**config.mk**
```make
export PLATFORM = sky130hd
export DESIGN_NAME = io_ports
export DESIGN_NICKNAME = d
export VERILOG_FILES = /design/src/verilog/f2_pkg.sv /design/src/verilog/io_ports.sv
export SDC_FILE = /design/constraint.sdc
export NUM_CORES = 1
export LEC_CHECK = 0
export ABC_AREA = 1
export BUFFER_PORTS_ARGS = -buffer_cell sky130_fd_sc_hd__buf_2
export CAP_MARGIN = 10
export CORE_MARGIN = 5
export CORE_UTILIZATION = 29
export DETAILED_ROUTE_END_ITERATION = 8
export PLACE_DENSITY = 0.9
export SYNTH_ARGS = -nofsm -noshare
export SYNTH_HDL_FRONTEND = slang
export SYNTH_SLANG_ARGS = --single-unit
```
**constraint.sdc**
```tcl
create_clock -name vclk -period 2.2
set_input_delay 0.66 -clock vclk [all_inputs]
set_output_delay 0.66 -clock vclk [all_outputs]
set_load 0.05 [all_outputs]
```
**src/verilog/f2_pkg.sv**
```systemverilog
package f2_pkg;

////////////////////////////////////////
// Bus widths

localparam int CPU_ADDR_W = 23;
localparam int SDR_ADDR_W = 27;

////////////////////////////////////////
// Memory map, byte addresses

localparam logic [CPU_ADDR_W:0] ROM_BASE  = 24'h000000;
localparam logic [CPU_ADDR_W:0] ROM_MASK  = 24'hf00000;
localparam logic [CPU_ADDR_W:0] WORK_BASE = 24'h100000;
localparam logic [CPU_ADDR_W:0] WORK_MASK = 24'hff0000;

// 4096 palette words
localparam int                  PAL_ADDR_W = 12;
localparam logic [CPU_ADDR_W:0] PAL_BASE   = 24'h200000;

// 8 input port words
localparam int                  IO_ADDR_W = 3;
localparam logic [CPU_ADDR_W:0] IO_BASE   = 24'h300000;

// Interrupt levels
localparam logic [2:0] VBL_LEVEL = 3'd5;
localparam logic [2:0] DMA_LEVEL = 3'd6;

// RGB555 palette entry, seen as a bus word or as colour fields
typedef union packed {
    logic [15:0] raw;
    struct packed {
        logic       unused;
        logic [4:0] blue;
        logic [4:0] green;
        logic [4:0] red;
    } f;
} palette_word_t;

endpackage

```
**src/verilog/io_ports.sv**
```systemverilog
`timescale 1ns/1ps

module io_ports import f2_pkg::*; (
    input  logic [CPU_ADDR_W-1:0] cpu_addr,
    input  logic [7:0]            joystick_p1,
    input  logic [7:0]            joystick_p2,
    input  logic [1:0]            start,
    input  logic [1:0]            coin,
    input  logic [7:0]            dswa,
    input  logic [7:0]            dswb,
    output logic [15:0]           io_q
);

logic [7:0] port_byte;

// Start, buttons 6..4, then directions in reverse bit order
function automatic logic [7:0] player_byte(input logic [7:0] joy, input logic st);
    return {st, joy[6:4], joy[0], joy[1], joy[2], joy[3]};
endfunction

always_comb begin
    case (cpu_addr[IO_ADDR_W-1:0])
        3'd0:    port_byte = dswa;
        3'd1:    port_byte = dswb;
        3'd2:    port_byte = player_byte(joystick_p1, start[0]);
        3'd3:    port_byte = player_byte(joystick_p2, start[1]);
        3'd4:    port_byte = {4'b0000, coin, 2'b00};
        default: port_byte = 8'h00;
    endcase
end

// Inputs are active low on the board
assign io_q = {8'h00, ~port_byte};

endmodule

```
==> metrics.cfg <==
[status]
run_status = finished clean

[sta]
fin_crit_ps = 2135
worst_slack_ps = 64.76
rsz0062_at_grt = false
hold_viol = 0
fmax_mhz = 468.3
setup_viol = 0
slew_viol_final = 0
fin_crit_sh_pct = 97.06
final.setup.tns_ps = 0

[grt]
grt_max_degree = 14
grt.busiest_layer = met2
grt-ovfl-total = 0
grt_antenna_before_repair = 0
use_met3_pct = 0.7663
grt_pass1_wl_um = 2049
grt_util_met1_pct = 15.75
grt_pass1_vias = 518
grt_use_total_pct = 11.92
use_met2_pct = 22.53

[worst_setup_path]
worstSetupStartpointType = primary input
worst_ep_required_time_ps = 1540
end_kind = primary output
cp_max_fo = 6
path_class = primary input to primary output
cp_data_arrival_time_ps = 1480

[floorplanning]
dieArea_mm2 = 0.002186
start_util_pct = 30.48
die-height_um = 46.75
rows = 13
coreArea_mm2 = 0.001285
io_pins = 75
die_x_um = 46.75

[route]
ant_nets = 0
wire_per_inst_um = 10.65
drc = 0
via_per_inst = 4.420
drtIter0Drc = 5
drt_first_pass_iters = 3
wirelength_um = 1523
num_vias = 632

[cts]
ctsHoldBuffers = 0

[placement]
pre_cts_slack_ps = -111.3
dpl.hpwl_um = 1226
gp_congestion = 0.6817
port_buffers = 45
place_area_um2 = 658.1

[cells_and_area]
fin_util_pct = 58.52
seqCellArea_um2 = 0
final_cell_mix = buf_2 (34), nand2_1 (33), buf_6 (12)
fill_cells = 139
finalNetCount = 189
nClkBuffers = 0
drive_above_1_share_pct = 53.91
syn2layout_area_growth_pct = 92.01
n_sequential_cell = 0
mostFrequentLayoutCell = buf_2
diodes = 0
final_area_um2 = 752.0

[flow_run]
maxCapViolations = 0

[power_and_ir_drop]
p_leak_nw = 0.4458
total_power_w = 0.0002058
ir_worst_vdd_uv = 127.3
power.density_mw_per_mm2 = 273.6

[synth]
synth_warnings = 0
ys_seq_area_share_pct = 0
synth_area_um2 = 391.6
synthDistinctLibCells = 12
syn_avg_cell_area_um2 = 5.086
synthCells = 77

[min_path]
hold_path.class = primary input to primary output

area by class of cell:
cell class         instances  area (µm²)  area share, %
repair buffers            55       372.9          49.58
multi-input cells         70       349.1          46.42
inverters                  3       11.26          1.498
well taps                 15       18.77          2.496
what timing repair did:
item                                    CTS  global route
resized for setup                        12            14
pin swaps                                 2             8
setup buffers                             2             0
endpoints found under the setup margin    8             7
worst paths after layout:
check / depth (start not counted) / slack [ps] / endpoint / start
max: 8 / 60 / io_q[4] / cpu_addr[0]
min: 5 / 1670 / io_q[7] / dswa[7]
critical path, stage by stage:
cell and delay, ps:
buf_6 100, inv_2 60, nor3_4 210, buf_6 130, nand2_1 40, nand2_1 70
nor2_2 50, buf_6 140
layer usage:
metal	wire (µm)	vias up
met5	0	-
met4	0	0
met3	163	0
met2	828	29
met1	531	261
li1	-	342
metrics by stage:
step | std cells | hold slack (ps)
after global routing | 143 | 1695
final | 143 | 1672
after global placement | 141 | 1719
after floorplan | 84 | 1521
after detailed placement | 141 | 1726
after CTS | 143 | 1707
power breakdown:
| group | internal, W | total (W) | leakage (nW) | switching, W |
|---|---|---|---|---|
| logic | 0.0000764 | 0.000206 | 0.446 | 0.000129 |
| registers | 0 | 0 | 0 | 0 |
| clock network | 0 | 0 | 0 | 0 |
cells in the mapped netlist:
master   number  area [µm²]
nand2_1      33       123.9
inv_1         1       3.750
nor3_2        2       20.02
nand3_1       6       30.03
inv_2         2       7.510
buf_4         9       67.56
nor2_1        9       33.78
buf_2         1       5.000
nand4_1      11       68.82
buf_6         1       11.26
nor3_4        1       16.27
conb_1        1       3.750
logic make-up (layout without fill, tap and decap cells):
family,Yosys count,count (layout),share of synthesized area (%)
simple gates,62,62,74.76
buf+inv,14,58,24.28
other cells,1,8,0.9575
Note: power is estimated with default switching activity, not from simulation.
