--- config.mk ---
export PLATFORM = sky130hd
export DESIGN_NAME = interrupt_ctrl
export DESIGN_NICKNAME = d
export VERILOG_FILES = /design/src/verilog/f2_pkg.sv /design/src/verilog/interrupt_ctrl.sv
export SDC_FILE = /design/constraint.sdc
export NUM_CORES = 1
export LEC_CHECK = 0
export BUFFER_PORTS_ARGS = -buffer_cell sky130_fd_sc_hd__buf_2
export CAP_MARGIN = 5
export CORE_AREA = 2 2 39 41
export CTS_CLUSTER_SIZE = 24
export DETAILED_ROUTE_END_ITERATION = 16
export DIE_AREA = 0 0 41 43
export HOLD_SLACK_MARGIN = 0.03
export PLACE_DENSITY = 0.43
export SETUP_SLACK_MARGIN = 0.1
export SLEW_MARGIN = 30
export SYNTH_ARGS = -nofsm -noshare
export SYNTH_HDL_FRONTEND = slang
export SYNTH_SLANG_ARGS = --single-unit
export TNS_END_PERCENT = 1
--- constraint.sdc ---
create_clock -name clk -period 1.1 [get_ports clk]
set_clock_uncertainty 0.15 [all_clocks]
set_input_delay 0.22 -clock clk [delete_from_list [all_inputs] [get_ports clk]]
set_output_delay 0.22 -clock clk [all_outputs]
set_load 0.005 [all_outputs]
--- src/verilog/f2_pkg.sv ---
package f2_pkg;

////////////////////////////////////////
// Bus widths

localparam int CPU_ADDR_W = 23;
localparam int SDR_ADDR_W = 27;

////////////////////////////////////////
// Memory map, byte addresses

localparam logic [CPU_ADDR_W:0] ROM_BASE  = 24'h000000;
localparam logic [CPU_ADDR_W:0] ROM_MASK  = 24'hf00000;
localparam logic [CPU_ADDR_W:0] WORK_BASE = 24'h100000;
localparam logic [CPU_ADDR_W:0] WORK_MASK = 24'hff0000;

// 4096 palette words
localparam int                  PAL_ADDR_W = 12;
localparam logic [CPU_ADDR_W:0] PAL_BASE   = 24'h200000;

// 8 input port words
localparam int                  IO_ADDR_W = 3;
localparam logic [CPU_ADDR_W:0] IO_BASE   = 24'h300000;

// Interrupt levels
localparam logic [2:0] VBL_LEVEL = 3'd5;
localparam logic [2:0] DMA_LEVEL = 3'd6;

// RGB555 palette entry, seen as a bus word or as colour fields
typedef union packed {
    logic [15:0] raw;
    struct packed {
        logic       unused;
        logic [4:0] blue;
        logic [4:0] green;
        logic [4:0] red;
    } f;
} palette_word_t;

endpackage

--- src/verilog/interrupt_ctrl.sv ---
`timescale 1ns/1ps

module interrupt_ctrl import f2_pkg::*; (
    input  logic                  clk,
    input  logic                  reset,

    input  logic                  vblank_n,
    input  logic                  dma_n,

    input  logic                  iack,
    input  logic [CPU_ADDR_W-1:0] cpu_addr,
    input  logic [1:0]            cpu_ds_n,

    output logic [2:0]            ipl_n
);

logic vbl_prev;
logic dma_prev;
logic vbl_pend;
logic dma_pend;
logic clr_vbl;
logic clr_dma;

assign clr_vbl = iack & ~cpu_ds_n[0] & (cpu_addr[2:0] == VBL_LEVEL);
assign clr_dma = iack & ~cpu_ds_n[0] & (cpu_addr[2:0] == DMA_LEVEL);

// Input levels from the previous clock
always_ff @(posedge clk) begin
    vbl_prev <= vblank_n;
    dma_prev <= dma_n;
end

always_ff @(posedge clk) begin
    if (reset) begin
        vbl_pend <= 1'b0;
        dma_pend <= 1'b0;
    end else begin
        // VBL on falling edge, DMA end on rising edge
        if (vbl_prev & ~vblank_n) vbl_pend <= 1'b1;
        if (~dma_prev & dma_n) dma_pend <= 1'b1;

        if (clr_vbl) vbl_pend <= 1'b0;
        if (clr_dma) dma_pend <= 1'b0;
    end
end

assign ipl_n = dma_pend ? ~DMA_LEVEL :
               vbl_pend ? ~VBL_LEVEL :
               3'b111;

endmodule

==> run metrics <==
Die Y 43 um; CTS tree built; synthesized area per cell 10.6 um2; Top FF cell, synth dfxtp_1; max-slew violation count 0; Required @ worst endpoint 0.73 ns; cell count after synthesis 15; post-layout util roughly a fifth; period utilization 101%; DR WL/cell 6.75 um; layout cells sized above 1 between 60% and 70%; Crit Path Category flop to output pin; Synth top cells by count 4 x dfxtp_1, 2 x a221oi_2, 2 x inv_1, 2 x nand2b_1, 2 x nor2b_1; number of fill cells 157; Worst Tran Pin Value roughly 0.19 ns; initial core utilization 11.5%; antenna viol nets, final 0; Synthesized Nets 45; FP Rows 14; Setup-failing EPs final 2; worst hold stages 2; GP Congestion 0.650; clock buffer depth 2; Final Hold Viols 0; Final WS setup -0.0163 ns; core area 1380 um2; area of the multi-input gates 71.3 um2; critical path peak fanout 3; clock root buffer clkbuf_4; top cell type by total area after synthesis dfxtp_1; Leakage between 0.1 and 0.15 nW; Final Net Count 64; H-tree levels 1; top cells by area, synth dfxtp_1 50%, a221oi_2 19%, nand2b_1 7.9%; clk_lat worst skew 0.23 ns; Achievable Freq 0.896 GHz; Mapped Area 159 um2; Worst setup SP type flop; Top Ports 33; Worst-path clk slew 0.04 ns; failing checks setup timing; final wirelength 324 um; power per cell area roughly 1400 nW/um2; Port Buf Inserts 11; CP peak stage delay a little over 0.3 ns; register area 82.6 um2; CTS Hold Buffers Added 2; synth warn 0; post-synth top area share 50.4%; dpl ws 0.103 ns; number of synthesized flops with an enable pin 0; number of DRC markers in iteration 0 2; worst hold path class primary input to flop; crit path cell chain inv_2 -> nand2_1 -> buf_2; Via density 3.38; largest net degree at the start of global routing 4; Yosys reg bits 4; CP max-delay cell dfxtp_2; distinct cell type count after synthesis 8; chip width 41 um; Critical Path AT 0.75 ns; number of CTS-inserted buffers 3; status finished with violations; first-pass GRT wire length 503 um; DR vias 162; MaxCap Viol Count 0; Tot GR Track Use 5.02%; fin crit period approximately 1.1 ns; leading cell type by number of instances after synthesis dfxtp_1; RSZ-0062 raised after global routing yes; GRT overflow 0; Final Power 391 uW; area of the die 1760 um2; vias in the first global route 142; sequential area share after synthesis 50.4%; P&R area growth vs syn 80.3%; Worst VDD drop 0.000566 V; CTS Sinks 4; ys async rst share 0%; antenna violations before repair 0; slew margin rel. 87.3%; CP endpoint kind output pin; DR DRC count 0; cell depth of the worst flop-to-flop path 3; fin cells between 40 and 50; iteration count of the initial detailed-routing pass 4; dpl cells 42; Antenna Cells 0
[flip-flops by register name, summed over array words and instances (netlist names)]
| signal | cells |
|---|---|
| dma_pend | 1 |
| dma_prev | 1 |
| vbl_pend | 1 |
| vbl_prev | 1 |
[cell type report]
| cell class | count | share of cell area (%) |
|---|---|---|
| Sequential cell | 4 | 28.8 |
| Timing Repair Buffer | 14 | 28.8 |
| Multi-Input combinational cell | 9 | 24.9 |
| Clock buffer | 3 | 7.86 |
| Tap cell | 16 | 6.99 |
| Inverter | 2 | 2.62 |
[routing by layer]
metal,up-vias,part of all wire [%],track usage (%)
li1,85,-,-
met1,63,49,5.45
met2,14,30,4.69
met3,0,21,6.28
met4,0,0,4.00
met5,-,0,0
[repair_timing]
action | CTS | global route
setup endpoints to repair | 3 | 4
endpoints found under the hold margin | 4 | 2
setup buffers | 1 | 0
pin swaps | 0 | 1
cloned | 0 | 0
resized for setup | 3 | 0
[critical path, delay by kind of cell (launching register included)]
kind	cells	cell delay (ns)
buffers and inverters	2	0.16
AND/OR/NAND/NOR	1	0.04
flip-flops	1	0.31
[layout by cell type (no fill, tap or decap), drive strengths merged]
cell type and instances:
dlygate4sd3 2, inv 2, nand2 1, and3b 1
nor2 1, dfxtp 4, buf 12, nor2b 2
nand2b 2, clkbuf 3, a221oi 2
[logic make-up after synthesis]
group	Yosys count	synth area share (%)
simple gates	7	26.0
flops	4	50.4
compound gates	2	18.9
buf+inv	2	4.73
[final timing paths]
check | to | slack, ns | start
setup / recovery | ipl_n[0] | -0.02 | dma_pend$_SDFFE_PP0P_
hold / removal | vbl_pend$_SDFFE_PP0P_ | 0.02 | reset
setup reg to reg | dma_pend$_SDFFE_PP0P_ | 0.12 | dma_pend$_SDFFE_PP0P_
hold reg to reg | vbl_pend$_SDFFE_PP0P_ | 0.32 | vbl_pend$_SDFFE_PP0P_
[through the flow]
stage	TNS [ns]	hold WS, ns	instance area (um2)
detailed placement	0	0.188	234
global route	-0.161	0.0108	287
floorplan	0	0.0977	159
global placement	0	0.191	234
finish	-0.0255	0.0190	287
CTS	-0.0399	0.0144	287
[power by group]
| part | switching (mW) | internal [mW] |
|---|---|---|
| Clock | 0.0526 | 0.122 |
| Combinational | 0.0211 | 0.0356 |
| Sequential | 0.00441 | 0.156 |
| Total | 0.0781 | 0.313 |
No activity file was read; power rests on OpenSTA's default activity.
