==> src/verilog/f2_pkg.sv <==
package f2_pkg;

////////////////////////////////////////
// Bus widths

localparam int CPU_ADDR_W = 23;
localparam int SDR_ADDR_W = 27;

////////////////////////////////////////
// Memory map, byte addresses

localparam logic [CPU_ADDR_W:0] ROM_BASE  = 24'h000000;
localparam logic [CPU_ADDR_W:0] ROM_MASK  = 24'hf00000;
localparam logic [CPU_ADDR_W:0] WORK_BASE = 24'h100000;
localparam logic [CPU_ADDR_W:0] WORK_MASK = 24'hff0000;

// 4096 palette words
localparam int                  PAL_ADDR_W = 12;
localparam logic [CPU_ADDR_W:0] PAL_BASE   = 24'h200000;

// 8 input port words
localparam int                  IO_ADDR_W = 3;
localparam logic [CPU_ADDR_W:0] IO_BASE   = 24'h300000;

// Interrupt levels
localparam logic [2:0] VBL_LEVEL = 3'd5;
localparam logic [2:0] DMA_LEVEL = 3'd6;

// RGB555 palette entry, seen as a bus word or as colour fields
typedef union packed {
    logic [15:0] raw;
    struct packed {
        logic       unused;
        logic [4:0] blue;
        logic [4:0] green;
        logic [4:0] red;
    } f;
} palette_word_t;

endpackage

==> src/verilog/bus_decoder.sv <==
`timescale 1ns/1ps

module bus_decoder import f2_pkg::*; (
    input  logic                  clk,
    input  logic                  reset,

    input  logic [CPU_ADDR_W-1:0] cpu_addr,
    input  logic [1:0]            cpu_ds_n,
    input  logic                  cpu_rw,
    input  logic [2:0]            cpu_fc,

    input  logic [15:0]           sdr_q,
    input  logic                  sdr_busy,
    input  logic [15:0]           pal_q,
    input  logic                  pal_busy,
    input  logic [15:0]           io_q,

    output logic                  rom_sel,
    output logic                  work_sel,
    output logic                  pal_sel,
    output logic                  io_sel,
    output logic                  iack,
    output logic                  cycle_start,
    output logic [15:0]           cpu_din,
    output logic                  dtack_n
);

logic [CPU_ADDR_W:0] byte_addr;
logic                strobe;
logic                idle_prev;
logic                mem_cycle;

assign byte_addr = {cpu_addr, 1'b0};
assign strobe    = ~&cpu_ds_n;

////////////////////////////////////////
// Cycle start

always_ff @(posedge clk) begin
    if (reset) begin
        idle_prev <= 1'b0;
    end else begin
        idle_prev <= ~strobe;
    end
end

assign cycle_start = idle_prev & strobe;

////////////////////////////////////////
// Chip selects

// FC 7 is an acknowledge cycle and hits no region
assign iack      = strobe & (cpu_fc == 3'b111);
assign mem_cycle = strobe & ~iack;

assign rom_sel  = mem_cycle & ((byte_addr & ROM_MASK) == ROM_BASE);
assign work_sel = mem_cycle & ((byte_addr & WORK_MASK) == WORK_BASE);
assign pal_sel  = mem_cycle &
    (byte_addr[CPU_ADDR_W:PAL_ADDR_W+1] == PAL_BASE[CPU_ADDR_W:PAL_ADDR_W+1]);
assign io_sel   = mem_cycle &
    (byte_addr[CPU_ADDR_W:IO_ADDR_W+1] == IO_BASE[CPU_ADDR_W:IO_ADDR_W+1]);

////////////////////////////////////////
// Read data and DTACK

always_comb begin
    if (!cpu_rw) begin
        cpu_din = 16'h0000;
    end else if (rom_sel | work_sel) begin
        cpu_din = sdr_q;
    end else if (pal_sel) begin
        cpu_din = pal_q;
    end else if (io_sel) begin
        cpu_din = io_q;
    end else begin
        cpu_din = 16'h0000;
    end
end

// Unmapped and acknowledge cycles end at once
assign dtack_n = ~strobe | sdr_busy | pal_busy;

endmodule

==> config.mk <==
export PLATFORM = sky130hd
export DESIGN_NAME = bus_decoder
export DESIGN_NICKNAME = d
export VERILOG_FILES = /design/src/verilog/f2_pkg.sv /design/src/verilog/bus_decoder.sv
export SDC_FILE = /design/constraint.sdc
export NUM_CORES = 1
export LEC_CHECK = 0
export BUFFER_PORTS_ARGS = -buffer_cell sky130_fd_sc_hd__buf_4
export CELL_PAD_IN_SITES_DETAIL_PLACEMENT = 1
export CELL_PAD_IN_SITES_GLOBAL_PLACEMENT = 2
export CORE_UTILIZATION = 11
export CTS_BUF_LIST = sky130_fd_sc_hd__clkbuf_4 sky130_fd_sc_hd__clkbuf_8 sky130_fd_sc_hd__clkbuf_16
export DETAILED_ROUTE_END_ITERATION = 8
export PLACE_DENSITY = 0.85
export SLEW_MARGIN = 30
export SYNTH_ARGS = -nofsm -noshare
export SYNTH_HDL_FRONTEND = slang
export SYNTH_SLANG_ARGS = --single-unit
==> constraint.sdc <==
create_clock -name clk -period 3.3 [get_ports clk]
set_input_delay 0.66 -clock clk [delete_from_list [all_inputs] [get_ports clk]]
set_output_delay 0.66 -clock clk [all_outputs]
set_load 0.01 [all_outputs]
==> impl_metrics.toml <==
[setup_path]
crit_top_cell = "buf_4"
crit_path_start_kind = "input pin"
cp_max_fo = 32
cp.required_ns = 2.64
crit_chain = "buf_4, or4_4, a2111o_1, buf_4, o21ai_1, a31oi_1, buf_4"
slowest_delay_ns = 0.58
worst_path_max_delay_cell = "or4_4"
path_class = "in2out"
end_kind = "output pin"
cp.arrival_ns = 2.40

[floorplan]
fp-row-count = 27
die_y_um = 78.2
dieArea_mm2 = 0.00611
initial_core_util = 0.115
io_pins = 104
fp.dieW_um = 78.2
core_area_mm2 = 0.00554

[sta]
worst_slew_pin_slew_ns = 0.327
setup-violations-final = 0
grt_setup_unrepaired = "false"
period_needed_ns = 3.06
fmax_mhz = 326
period_share = 0.928
relSlewSlack = 0.782
tns_ns = 0
hold_viol_final = 0
timing.hold.ws_ns = 0.818
drv_slew = 0

[layout]
fin_nets = 275
drive_gt1_frac = 0.583
largest_register_ffs = 1
num-fill-cells = 710
diodes = 0
area_growth_syn_to_layout_pct = 129
multiInputGateArea_um2 = 534
seq_area_um2 = 20.0
regMostFlops = "idle_prev"
reg_top3 = "idle_prev: 1 flops"

[synthesis]
netlist_top_cells_count = "nand3_1 (32), a31oi_1 (16), o21ai_1 (16)"
synth_most_common_cell = "nand3_1"
ys_seq_area_frac = 0.0314
syn_nets = 179
syn_area_um2 = 638
netlist.area_leader.share = 0.251
synth-edff-count = 0
synth-seq-cells = 1
yosysUniqueCellTypes = 21
synth_warnings = 0
ys_top_cells_by_area = "nand3_1 (25%), a31oi_1 (16%), o21ai_1 (13%)"
synth-async-reset-ratio = 0
syn_inst = 98
postSynthAreaPerCell_um2 = 6.51
synth_top_flop_cell = "dfxtp_1"
synth_area_leader_cell = "nand3_1"

[global_route]
grt_pass1_vias = 1218
grt.total_usage = 0.109
grt_pass1_wl_mm = 5.63
grt_max_degree = 33
antenna_found_initial = 0
gr-usage-met2 = 0.211
gr-total-overflow = 0
grt.met1_usage = 0.133
globalRoute.busiestLayer = "met2"
met3_usage = 0.0151

[placement]
io_buffers = 100
hpwl_mm = 2.70
gp_congestion = 0.658

[detailed_routing]
post_drt_wl_per_cell_um = 13.1
vias_per_cell = 4.28
via_count = 1131
drc = 0
dr.pass1.iters = 4
postRouteAntennaNets = 0
drt_iter0_markers = 50
wl_mm = 3.47

[power]
finalPower_mw = 0.123
p_leak_nw = 0.635
powerDensity_mw_per_mm2 = 84.2
max-vdd-ir-drop_uv = 35.4

[clock_network]
postCtsSetupRepairBufs = 0
ctsResizeCount = 0
hold_buffers = 0
clk_pin_slew_ns = 0

[run_status]
status = "complete, no violations"

[run]
max-cap-violations = 0

[hold_path]
hold_path.class = "in2reg"
## layout by cell type, fill, tap and decap left out, drive strengths merged
master	instances
a2111o	1
a211o	1
a31oi	16
and2	4
and3	1
buf	104
clkinv	1
dfxtp	1
nand2	2
nand3	32
nor2	3
nor3	1
nor4	3
o21ai	16
or2	1
or3	2
or4	2
or4b	1
## power breakdown
part	internal, mW	leakage, nW	switching, mW
Combinational	0.0723	0.627	0.0376
Sequential	0.0128	0.00822	0.0000688
Clock	0	0	0
Total	0.0851	0.635	0.0377
## metrics by stage
step	worst slack, ns	std cells	cell area, um^2	utilization
after detailed placement	0.226	264	1460	0.263
after global placement	0.236	264	1460	0.263
final	0.236	264	1460	0.263
after floorplan	0.399	98	638	-
after global routing	0.133	264	1460	0.263
after CTS	0.227	264	1460	0.263
## cell families (layout without fill, tap and decap cells)
family                 Yosys count  count (layout)  synth area share
buffers and inverters           11             105             0.131
DFF                              1               1            0.0314
AOI/OAI and AO/OA               34              34             0.314
and+or+nand+nor                 52              52             0.524
## area by class of cell
cell class | count | area share
multi-input cells | 86 | 0.366
flip-flops and latches | 1 | 0.0137
repair buffers | 104 | 0.552
inverters | 1 | 0.00600
well taps | 72 | 0.0617
## layer usage
| metal | share of wire | routed length, um |
|---|---|---|
| met1 | 0.42 | 1460 |
| met2 | 0.52 | 1790 |
| met3 | 0.064 | 221 |
| met4 | 0 | 0 |
| met5 | 0 | 0 |
## path summary, 6_finish.rpt
| kind | endpoint | depth (start not counted) | start |
|---|---|---|---|
| max | cpu_din[10] | 7 | cpu_addr[16] |
| min | idle_prev | 2 | reset |
## critical path: cells and delay by family
family	cells	cell delay [ns]
buf+inv	3	0.52
compound gates	3	0.64
simple gates	1	0.58
(Power assumes the default switching activity.)
