[config.mk]
export PLATFORM = sky130hd
export DESIGN_NAME = sdram_bridge
export DESIGN_NICKNAME = d
export VERILOG_FILES = /design/src/verilog/f2_pkg.sv /design/src/verilog/sdram_bridge.sv
export SDC_FILE = /design/constraint.sdc
export NUM_CORES = 1
export LEC_CHECK = 0
export BUFFER_PORTS_ARGS = -buffer_cell sky130_fd_sc_hd__clkbuf_2
export CAP_MARGIN = 30
export CORE_MARGIN = 8
export CORE_UTILIZATION = 35
export DETAILED_ROUTE_END_ITERATION = 12
export PLACE_DENSITY = 0.72
export SYNTH_ARGS = -nofsm -noshare
export SYNTH_HDL_FRONTEND = slang
export SYNTH_SLANG_ARGS = --single-unit
[constraint.sdc]
create_clock -name clk -period 0.85 [get_ports clk]
set_clock_uncertainty 0.05 [all_clocks]
set_input_delay 0 -clock clk [delete_from_list [all_inputs] [get_ports clk]]
set_output_delay 0 -clock clk [all_outputs]
set_load 0.005 [all_outputs]
[src/verilog/f2_pkg.sv]
package f2_pkg;

////////////////////////////////////////
// Bus widths

localparam int CPU_ADDR_W = 23;
localparam int SDR_ADDR_W = 27;

////////////////////////////////////////
// Memory map, byte addresses

localparam logic [CPU_ADDR_W:0] ROM_BASE  = 24'h000000;
localparam logic [CPU_ADDR_W:0] ROM_MASK  = 24'hf00000;
localparam logic [CPU_ADDR_W:0] WORK_BASE = 24'h100000;
localparam logic [CPU_ADDR_W:0] WORK_MASK = 24'hff0000;

// 4096 palette words
localparam int                  PAL_ADDR_W = 12;
localparam logic [CPU_ADDR_W:0] PAL_BASE   = 24'h200000;

// 8 input port words
localparam int                  IO_ADDR_W = 3;
localparam logic [CPU_ADDR_W:0] IO_BASE   = 24'h300000;

// Interrupt levels
localparam logic [2:0] VBL_LEVEL = 3'd5;
localparam logic [2:0] DMA_LEVEL = 3'd6;

// RGB555 palette entry, seen as a bus word or as colour fields
typedef union packed {
    logic [15:0] raw;
    struct packed {
        logic       unused;
        logic [4:0] blue;
        logic [4:0] green;
        logic [4:0] red;
    } f;
} palette_word_t;

endpackage

[src/verilog/sdram_bridge.sv]
`timescale 1ns/1ps

module sdram_bridge import f2_pkg::*; #(
    parameter logic [SDR_ADDR_W-1:0] CPU_ROM_SDR_BASE  = '0,
    parameter logic [SDR_ADDR_W-1:0] WORK_RAM_SDR_BASE = '0
) (
    input  logic                  clk,
    input  logic                  reset,

    input  logic                  cycle_start,
    input  logic                  rom_sel,
    input  logic                  work_sel,
    input  logic [CPU_ADDR_W-1:0] cpu_addr,
    input  logic [1:0]            cpu_ds_n,
    input  logic                  cpu_rw,
    input  logic [15:0]           cpu_dout,

    output logic [SDR_ADDR_W-1:0] sdr_addr,
    output logic [15:0]           sdr_data,
    output logic [1:0]            sdr_be,
    output logic                  sdr_rw,
    output logic                  sdr_req,
    input  logic                  sdr_ack,

    output logic                  sdr_busy
);

localparam int PAD_W = SDR_ADDR_W - CPU_ADDR_W - 1;

logic [CPU_ADDR_W:0] byte_addr;
logic                start_req;

assign byte_addr = {cpu_addr, 1'b0};
assign start_req = cycle_start & (rom_sel | work_sel);

always_ff @(posedge clk) begin
    if (reset) begin
        sdr_req <= 1'b0;
    end else if (start_req) begin
        sdr_req <= ~sdr_req;
    end
end

// Request payload, held until the next start
always_ff @(posedge clk) begin
    if (cycle_start & rom_sel) begin
        sdr_addr <= CPU_ROM_SDR_BASE + {{PAD_W{1'b0}}, byte_addr & ~ROM_MASK};
        sdr_rw   <= 1'b1;
        sdr_be   <= ~cpu_ds_n;
    end else if (cycle_start & work_sel) begin
        sdr_addr <= WORK_RAM_SDR_BASE + {{PAD_W{1'b0}}, byte_addr & ~WORK_MASK};
        sdr_rw   <= cpu_rw;
        sdr_be   <= ~cpu_ds_n;
        sdr_data <= cpu_dout;
    end
end

// Busy from the start cycle until the ack catches up
assign sdr_busy = start_req | (sdr_req != sdr_ack);

endmodule

==> impl_metrics.sql, run 1 <==
INSERT INTO impl_metrics (metric_group, metric, value, unit) VALUES
('synthesis', 'seq_area_frac_synth', '0.867', ''),
('critical_path', 'cp_slowest_cell', 'sky130_fd_sc_hd__dfxtp_2', ''),
('grt', 'antenna_violations_before_repair', '0', ''),
('critical_path', 'crit_path_cell_trace', 'xnor2_1, nand2b_1, clkbuf_2', ''),
('timing', 'setup_tns', '-0.223', 'ns'),
('timing', 'fin_crit_sh', '1.15', ''),
('critical_path', 'worst_ep_required_time', '0.80', 'ns'),
('floorplan', 'placementRows', '22', ''),
('layout', 'design.final.nets', '244', ''),
('run_status', 'failed_checks', 'negative setup slack', ''),
('layout', 'layout-area-overhead-vs-synth', '73.5', '%'),
('layout', 'antennaDiodeCount', '0', ''),
('route', 'vias_per_cell', '4.10', ''),
('run_status', 'status', 'finished with violations', ''),
('critical_path', 'startpoint_type', 'register', ''),
('floorplan', 'placeableCoreArea', '3660', 'um^2'),
('critical_path', 'r2r_slack', '-0.06', 'ns'),
('job', 'cap_violations', '0', ''),
('timing', 'final-hold-violation-count', '0', ''),
('route', 'drt_first_iter_violations', '34', ''),
('critical_path', 'path_max_fanout', '4', ''),
('floorplan', 'die-height', '77.6', 'um'),
('power', 'vdd_ir_drop_max', '1.26', 'mV'),
('timing', 'worst_slack', '-0.129', 'ns'),
('layout', 'mostFrequentLayoutCell', 'sky130_fd_sc_hd__clkbuf_2', ''),
('grt', 'global_route.usage.total', '0.119', ''),
('timing', 'setup_repair_after_global_routing_missed_its_margin', 'yes', ''),
('route', 'drt-total-wl', '3550', 'um'),
('grt', 'number_of_global_route_vias_before_repair', '1164', ''),
('critical_path', 'max_stage_delay', '0.36', 'ns'),
('clock_tree', 'clockBufferDepth', '2', ''),
('route', 'number_of_detailed_routing_iterations_run_before_antenna_repair', '4', ''),
('power', 'cellLeakagePower', '1.04', 'nW'),
('critical_path', 'worst_ep_arrival_time', '0.93', 'ns'),
('layout', 'layout-drive-gt1-share', '0.513', ''),
('clock_tree', 'cts_buffers', '5', ''),
('timing', 'maxSlewViolCount', '0', ''),
('placement', 'placedCellCount', '199', ''),
('clock_tree', 'clock_tree.root_cell', 'sky130_fd_sc_hd__clkbuf_8', ''),
('clock_tree', 'cts.sinks', '39', ''),
('synthesis', 'ys_ff_latch', '39', ''),
('floorplan', 'floorplan.die.width', '77.6', 'um'),
('timing', 'min_period', '0.979', 'ns'),
('clock_tree', 'cts_max_level', '2', ''),
('route', 'drt.antenna.violating_nets', '0', ''),
('route', 'avgRoutedWirePerCell', '14.5', 'um'),
('grt', 'pin_count_of_the_biggest_net_entering_global_routing', '18', ''),
('synthesis', 'post_synth_instance_area', '1330', 'um^2'),
('placement', 'gp_congestion', '0.678', ''),
('route', 'detail_route.drc_violations', '0', ''),
('layout', 'layout.area.seq', '1150', 'um^2'),
('placement', 'place_area', '1840', 'um^2'),
('layout', 'multi_input_area', '134', 'um^2'),
('layout', 'postLayoutCoreUtil', '0.629', ''),
('clock_tree', 'clkTransAtPathRegs', '0.07', 'ns'),
('power', 'p_per_area', '1710', 'nW/um^2'),
('floorplan', 'initial_utilization', '0.363', ''),
('synthesis', 'synth_cells', '63', ''),
('floorplan', 'die_area', '6020', 'um^2'),
('layout', 'stdcell_count', '245', ''),
('critical_path', 'criticalPathCategory', 'register to output port', ''),
('layout', 'layout.filler_cells', '292', ''),
('layout', 'layout.cell_area.non_filler', '2300', 'um^2'),
('placement', 'place_hpwl', '2550', 'um'),
('timing', 'achievable-frequency', '1020', 'MHz'),
('critical_path', 'worstSetupEndpointType', 'output port', ''),
('synthesis', 'ys.warnings.count', '0', ''),
('grt', 'grt_pass1_wl', '5480', 'um'),
('synthesis', 'netlist-cell-type-count', '15', ''),
('worst_hold_path', 'timing.hold.worst.class', 'primary input to register', ''),
('placement', 'placement.setup.worst_slack', '-0.0179', 'ns'),
('timing', 'setup-violations-final', '4', ''),
('placement', 'buffer_ports.inserted', '83', ''),
('grt', 'globalRoute.totalOverflow', '0', ''),
('floorplan', 'pin_count', '96', ''),
('clock_tree', 'cts_tree', 'built', ''),
('route', 'detailroute.via_count', '1004', ''),
('layout', 'layout.cells.most_common_list', '81 x sky130_fd_sc_hd__clkbuf_2, 38 x sky130_fd_sc_hd__dlygate4sd3_1, 37 x sky130_fd_sc_hd__edfxtp_1', ''),
('clock_tree', 'worst_skew_pair_latency', '0.28', 'ns'),
('synthesis', 'mean_cell_area_of_the_mapped_netlist', '21.1', 'um^2');
==> report_power, final <==
| part | internal, mW | switching (mW) | leakage (nW) |
|---|---|---|---|
| Clock | 0.558 | 0.567 | 0.0403 |
| Sequential | 2.25 | 0.0441 | 0.363 |
| Combinational | 0.329 | 0.199 | 0.633 |
| Total | 3.14 | 0.810 | 1.04 |
==> cell usage after synthesis (all sizes together) <==
cell type,number,area (um^2)
inv,3,11.3
and3,4,27.5
edfxtp,37,1110
xnor2,1,8.76
buf,8,60.1
and3b,1,10.0
conb,1,3.75
a2bb2oi,1,8.76
dfxtp,2,40.0
mux2,1,15.0
nand2b,1,6.26
nor2,1,3.75
o21a,1,15.0
nor2b,1,6.26
==> worst max-delay path: cells and delay by family, from the launching register on <==
kind,cells,cell delay (ns)
xor gates and xnor gates,1,0.12
buffers and inverters,1,0.11
DFF,1,0.36
and+or+nand+nor,1,0.07
==> sequential cells by signal, indices dropped and copies added (netlist names) <==
signal,cells
sdr_data,16
sdr_be,2
sdr_addr,19
sdr_rw,1
sdr_req,1
==> per-stage QoR <==
stage          hold slack, ns  total power, mW
2_1_floorplan          0.0489             2.45
3_3_place_gp            0.127             2.71
3_5_place_dp            0.129             2.73
4_1_cts               0.00714             3.99
5_1_grt                0.0100             4.10
6_report               0.0117             3.95
==> path summary, 6_finish.rpt <==
kind                start      endpoint  cells after the start
min reg2reg        sdr_rw        sdr_rw                      1
min          cpu_addr[15]  sdr_addr[16]                      2
max               sdr_req      sdr_busy                      3
max reg2reg       sdr_req       sdr_req                      2
==> routing by layer <==
| layer | vias up | GRT usage | wire length, um |
|---|---|---|---|
| met2 | 51 | 0.219 | 2010 |
| met1 | 457 | 0.0924 | 1080 |
| met3 | 14 | 0.0565 | 285 |
| li1 | 482 | - | - |
| met4 | 0 | 0.0943 | 176 |
| met5 | - | 0 | 0 |
==> kinds of logic after synthesis <==
| kind of cell | count (synthesis) | share of synthesized area |
|---|---|---|
| xor+xnor | 1 | 0.00660 |
| flops | 39 | 0.867 |
| simple gates | 8 | 0.0405 |
| other cells | 1 | 0.00282 |
| buf+inv | 11 | 0.0537 |
| compound gates | 2 | 0.0179 |
| mux | 1 | 0.0113 |
==> cell type report <==
type,instances,share of cell area
Clock inverter,2,0.00326
Clock buffer,6,0.0315
Tap cell,48,0.0261
Timing Repair Buffer,127,0.376
Sequential cell,39,0.500
Inverter,3,0.00489
Multi-Input combinational cell,20,0.0581
==> what timing repair did <==
action / in CTS / in global routing
endpoints found under the hold margin: 38 / 0
hold buffers: 38 / 0
gates resized for setup: 0 / 3
pin swaps: 1 / 0
setup buffers: 0 / 0
setup endpoints to repair: 7 / 26
No activity file was read; power rests on OpenSTA's default activity.
==> run 2: changes to the inputs <==
CORE_UTILIZATION = 42   (was 35)
PLACE_DENSITY = 0.81   (was 0.72)
clock period = 1.2 ns   (was 0.85 ns; I/O delays follow)
==> impl_metrics.sql, run 2 (same netlist as run 1, synthesis figures left out) <==
INSERT INTO impl_metrics (metric_group, metric, value, unit) VALUES
('grt', 'pin_count_of_the_biggest_net_entering_global_routing', '25', ''),
('timing', 'setup-violations-final', '0', ''),
('route', 'detail_route.drc_violations', '0', ''),
('layout', 'mostFrequentLayoutCell', 'sky130_fd_sc_hd__clkbuf_2', ''),
('timing', 'setup_tns', '0', 'ns'),
('critical_path', 'crit_path_cell_trace', 'xnor2_1, nand2b_1, clkbuf_2', ''),
('critical_path', 'cp_top_family', 'flip-flops', ''),
('run_status', 'status', 'completed', ''),
('route', 'drt.antenna.violating_nets', '0', ''),
('critical_path', 'r2r_cells', '2', ''),
('critical_path', 'worstSetupEndpointType', 'output port', ''),
('job', 'cap_violations', '0', ''),
('grt', 'global_route.usage.total', '0.152', ''),
('layout', 'reg_top3', 'sdr_addr (19), sdr_data (16), sdr_be (2)', ''),
('critical_path', 'r2r_slack', '0.30', 'ns'),
('power', 'p_per_area', '1330', 'nW/um^2'),
('placement', 'gp_congestion', '0.751', ''),
('timing', 'maxSlewViolCount', '0', ''),
('placement', 'place_hpwl', '2500', 'um'),
('clock_tree', 'clkTransAtPathRegs', '0.12', 'ns'),
('clock_tree', 'cts_max_level', '2', ''),
('route', 'avgRoutedWirePerCell', '16.3', 'um'),
('grt', 'number_of_global_route_vias_before_repair', '1163', ''),
('timing', 'finalHoldWorstSlack', '0.128', 'ns'),
('critical_path', 'startpoint_type', 'register', ''),
('power', 'vdd_ir_drop_max', '1.06', 'mV'),
('grt', 'globalRoute.totalOverflow', '0', ''),
('clock_tree', 'post_cts_resize_count', '0', ''),
('floorplan', 'placeableCoreArea', '3030', 'um^2'),
('grt', 'grt_pass1_wl', '6040', 'um'),
('critical_path', 'crit-reg2reg-launch', 'sdr_req', ''),
('route', 'number_of_detailed_routing_iterations_run_before_antenna_repair', '4', ''),
('critical_path', 'worstSetupStartpoint', 'sdr_req', ''),
('timing', 'final-hold-violation-count', '0', ''),
('timing', 'fin_crit_sh', '0.922', ''),
('clock_tree', 'clockBufferDepth', '2', ''),
('critical_path', 'r2r-end', 'sdr_req', ''),
('clock_tree', 'cts_setup_buffers', '0', ''),
('clock_tree', 'worst_skew_pair_latency', '0.34', 'ns'),
('worst_hold_path', 'timing.hold.worst.class', 'primary input to register', ''),
('layout', 'layout.cells.most_common_list', '83 x sky130_fd_sc_hd__clkbuf_2, 43 x sky130_fd_sc_hd__dlygate4sd3_1, 37 x sky130_fd_sc_hd__edfxtp_1', ''),
('clock_tree', 'cts_buffers', '5', ''),
('timing', 'achievable-frequency', '904', 'MHz'),
('timing', 'min_period', '1.11', 'ns'),
('critical_path', 'criticalPathCategory', 'register to output port', ''),
('route', 'drt_first_iter_violations', '24', ''),
('floorplan', 'placementRows', '20', ''),
('layout', 'layout-drive-gt1-share', '0.485', ''),
('layout', 'registers.top_by_ff_count', 'sdr_addr', ''),
('grt', 'antenna_violations_before_repair', '0', ''),
('clock_tree', 'cts_tree', 'built', ''),
('layout', 'largest_register_ffs', '19', ''),
('placement', 'buffer_ports.inserted', '83', ''),
('route', 'detailroute.via_count', '1037', ''),
('floorplan', 'floorplan.die.width', '72.2', 'um'),
('worst_hold_path', 'hold-path-cell-count', '2', ''),
('floorplan', 'die_area', '5220', 'um^2'),
('floorplan', 'die-height', '72.2', 'um'),
('critical_path', 'path_max_fanout', '4', ''),
('layout', 'layout-area-overhead-vs-synth', '72.9', '%'),
('route', 'drt-total-wl', '3920', 'um'),
('timing', 'setup_repair_after_global_routing_missed_its_margin', 'no', ''),
('critical_path', 'worst_ep_arrival_time', '1.06', 'ns'),
('worst_hold_path', 'hold_path_sink', 'sdr_addr[18]', ''),
('route', 'vias_per_cell', '4.32', ''),
('floorplan', 'initial_utilization', '0.438', ''),
('clock_tree', 'holdBufCountCts', '43', ''),
('layout', 'antennaDiodeCount', '0', ''),
('layout', 'design.final.nets', '243', ''),
('floorplan', 'pin_count', '96', ''),
('critical_path', 'cp_slowest_cell', 'sky130_fd_sc_hd__dfxtp_1', ''),
('clock_tree', 'cts.sinks', '39', ''),
('critical_path', 'max_stage_delay', '0.40', 'ns'),
('worst_hold_path', 'min_from', 'cycle_start', ''),
('power', 'cellLeakagePower', '1.03', 'nW'),
('clock_tree', 'clock_tree.root_cell', 'sky130_fd_sc_hd__clkbuf_4', ''),
('critical_path', 'worst_ep_required_time', '1.15', 'ns'),
('critical_path', 'critical_path_buf_inv_count', '1', '');
==> run 2: report_power, final <==
| part | internal, mW | total [mW] | switching [mW] | leakage (nW) |
|---|---|---|---|---|
| sequential | 1.59 | 1.63 | 0.0322 | 0.362 |
| clock | 0.650 | 1.07 | 0.422 | 0.0525 |
| combinational | 0.221 | 0.366 | 0.144 | 0.617 |
==> run 2: worst max path at each step <==
stage	end	slack (ns)	cells past startpoint
after floorplan	sdr_req	0.33	2
after global placement	sdr_data[10]	0.23	2
after detailed placement	sdr_data[8]	0.17	2
after CTS	sdr_busy	0.07	3
after global routing	sdr_busy	0.01	3
final	sdr_busy	0.09	3
==> run 2: final cells by class <==
class | count | area (um^2)
Sequential cell | 39 | 1150
Timing Repair Buffer | 126 | 846
Fill cell | 184 | 732
Multi-Input combinational cell | 20 | 131
Clock inverter | 2 | 60.1
Tap cell | 44 | 55.1
Clock buffer | 6 | 41.3
Inverter | 3 | 11.3
==> run 2: per-stage QoR <==
step	util	cell area (um^2)	worst slack, ns	total power [mW]	cells
2_1_floorplan	-	1350	0.331	1.74	70
3_5_place_dp	0.583	1760	0.173	1.91	189
3_3_place_gp	0.583	1760	0.233	1.89	189
4_1_cts	0.758	2300	0.0705	3.07	240
6_report	0.758	2300	0.0936	3.06	240
5_1_grt	0.758	2300	0.0140	3.17	240
==> run 2: metal layers <==
metal | track usage | share of wire | vias up
met5 | 0 | 0 | -
met1 | 0.160 | 0.38 | 478
li1 | - | - | 481
met4 | 0.0635 | 0.018 | 0
met3 | 0.0758 | 0.12 | 7
met2 | 0.252 | 0.48 | 71
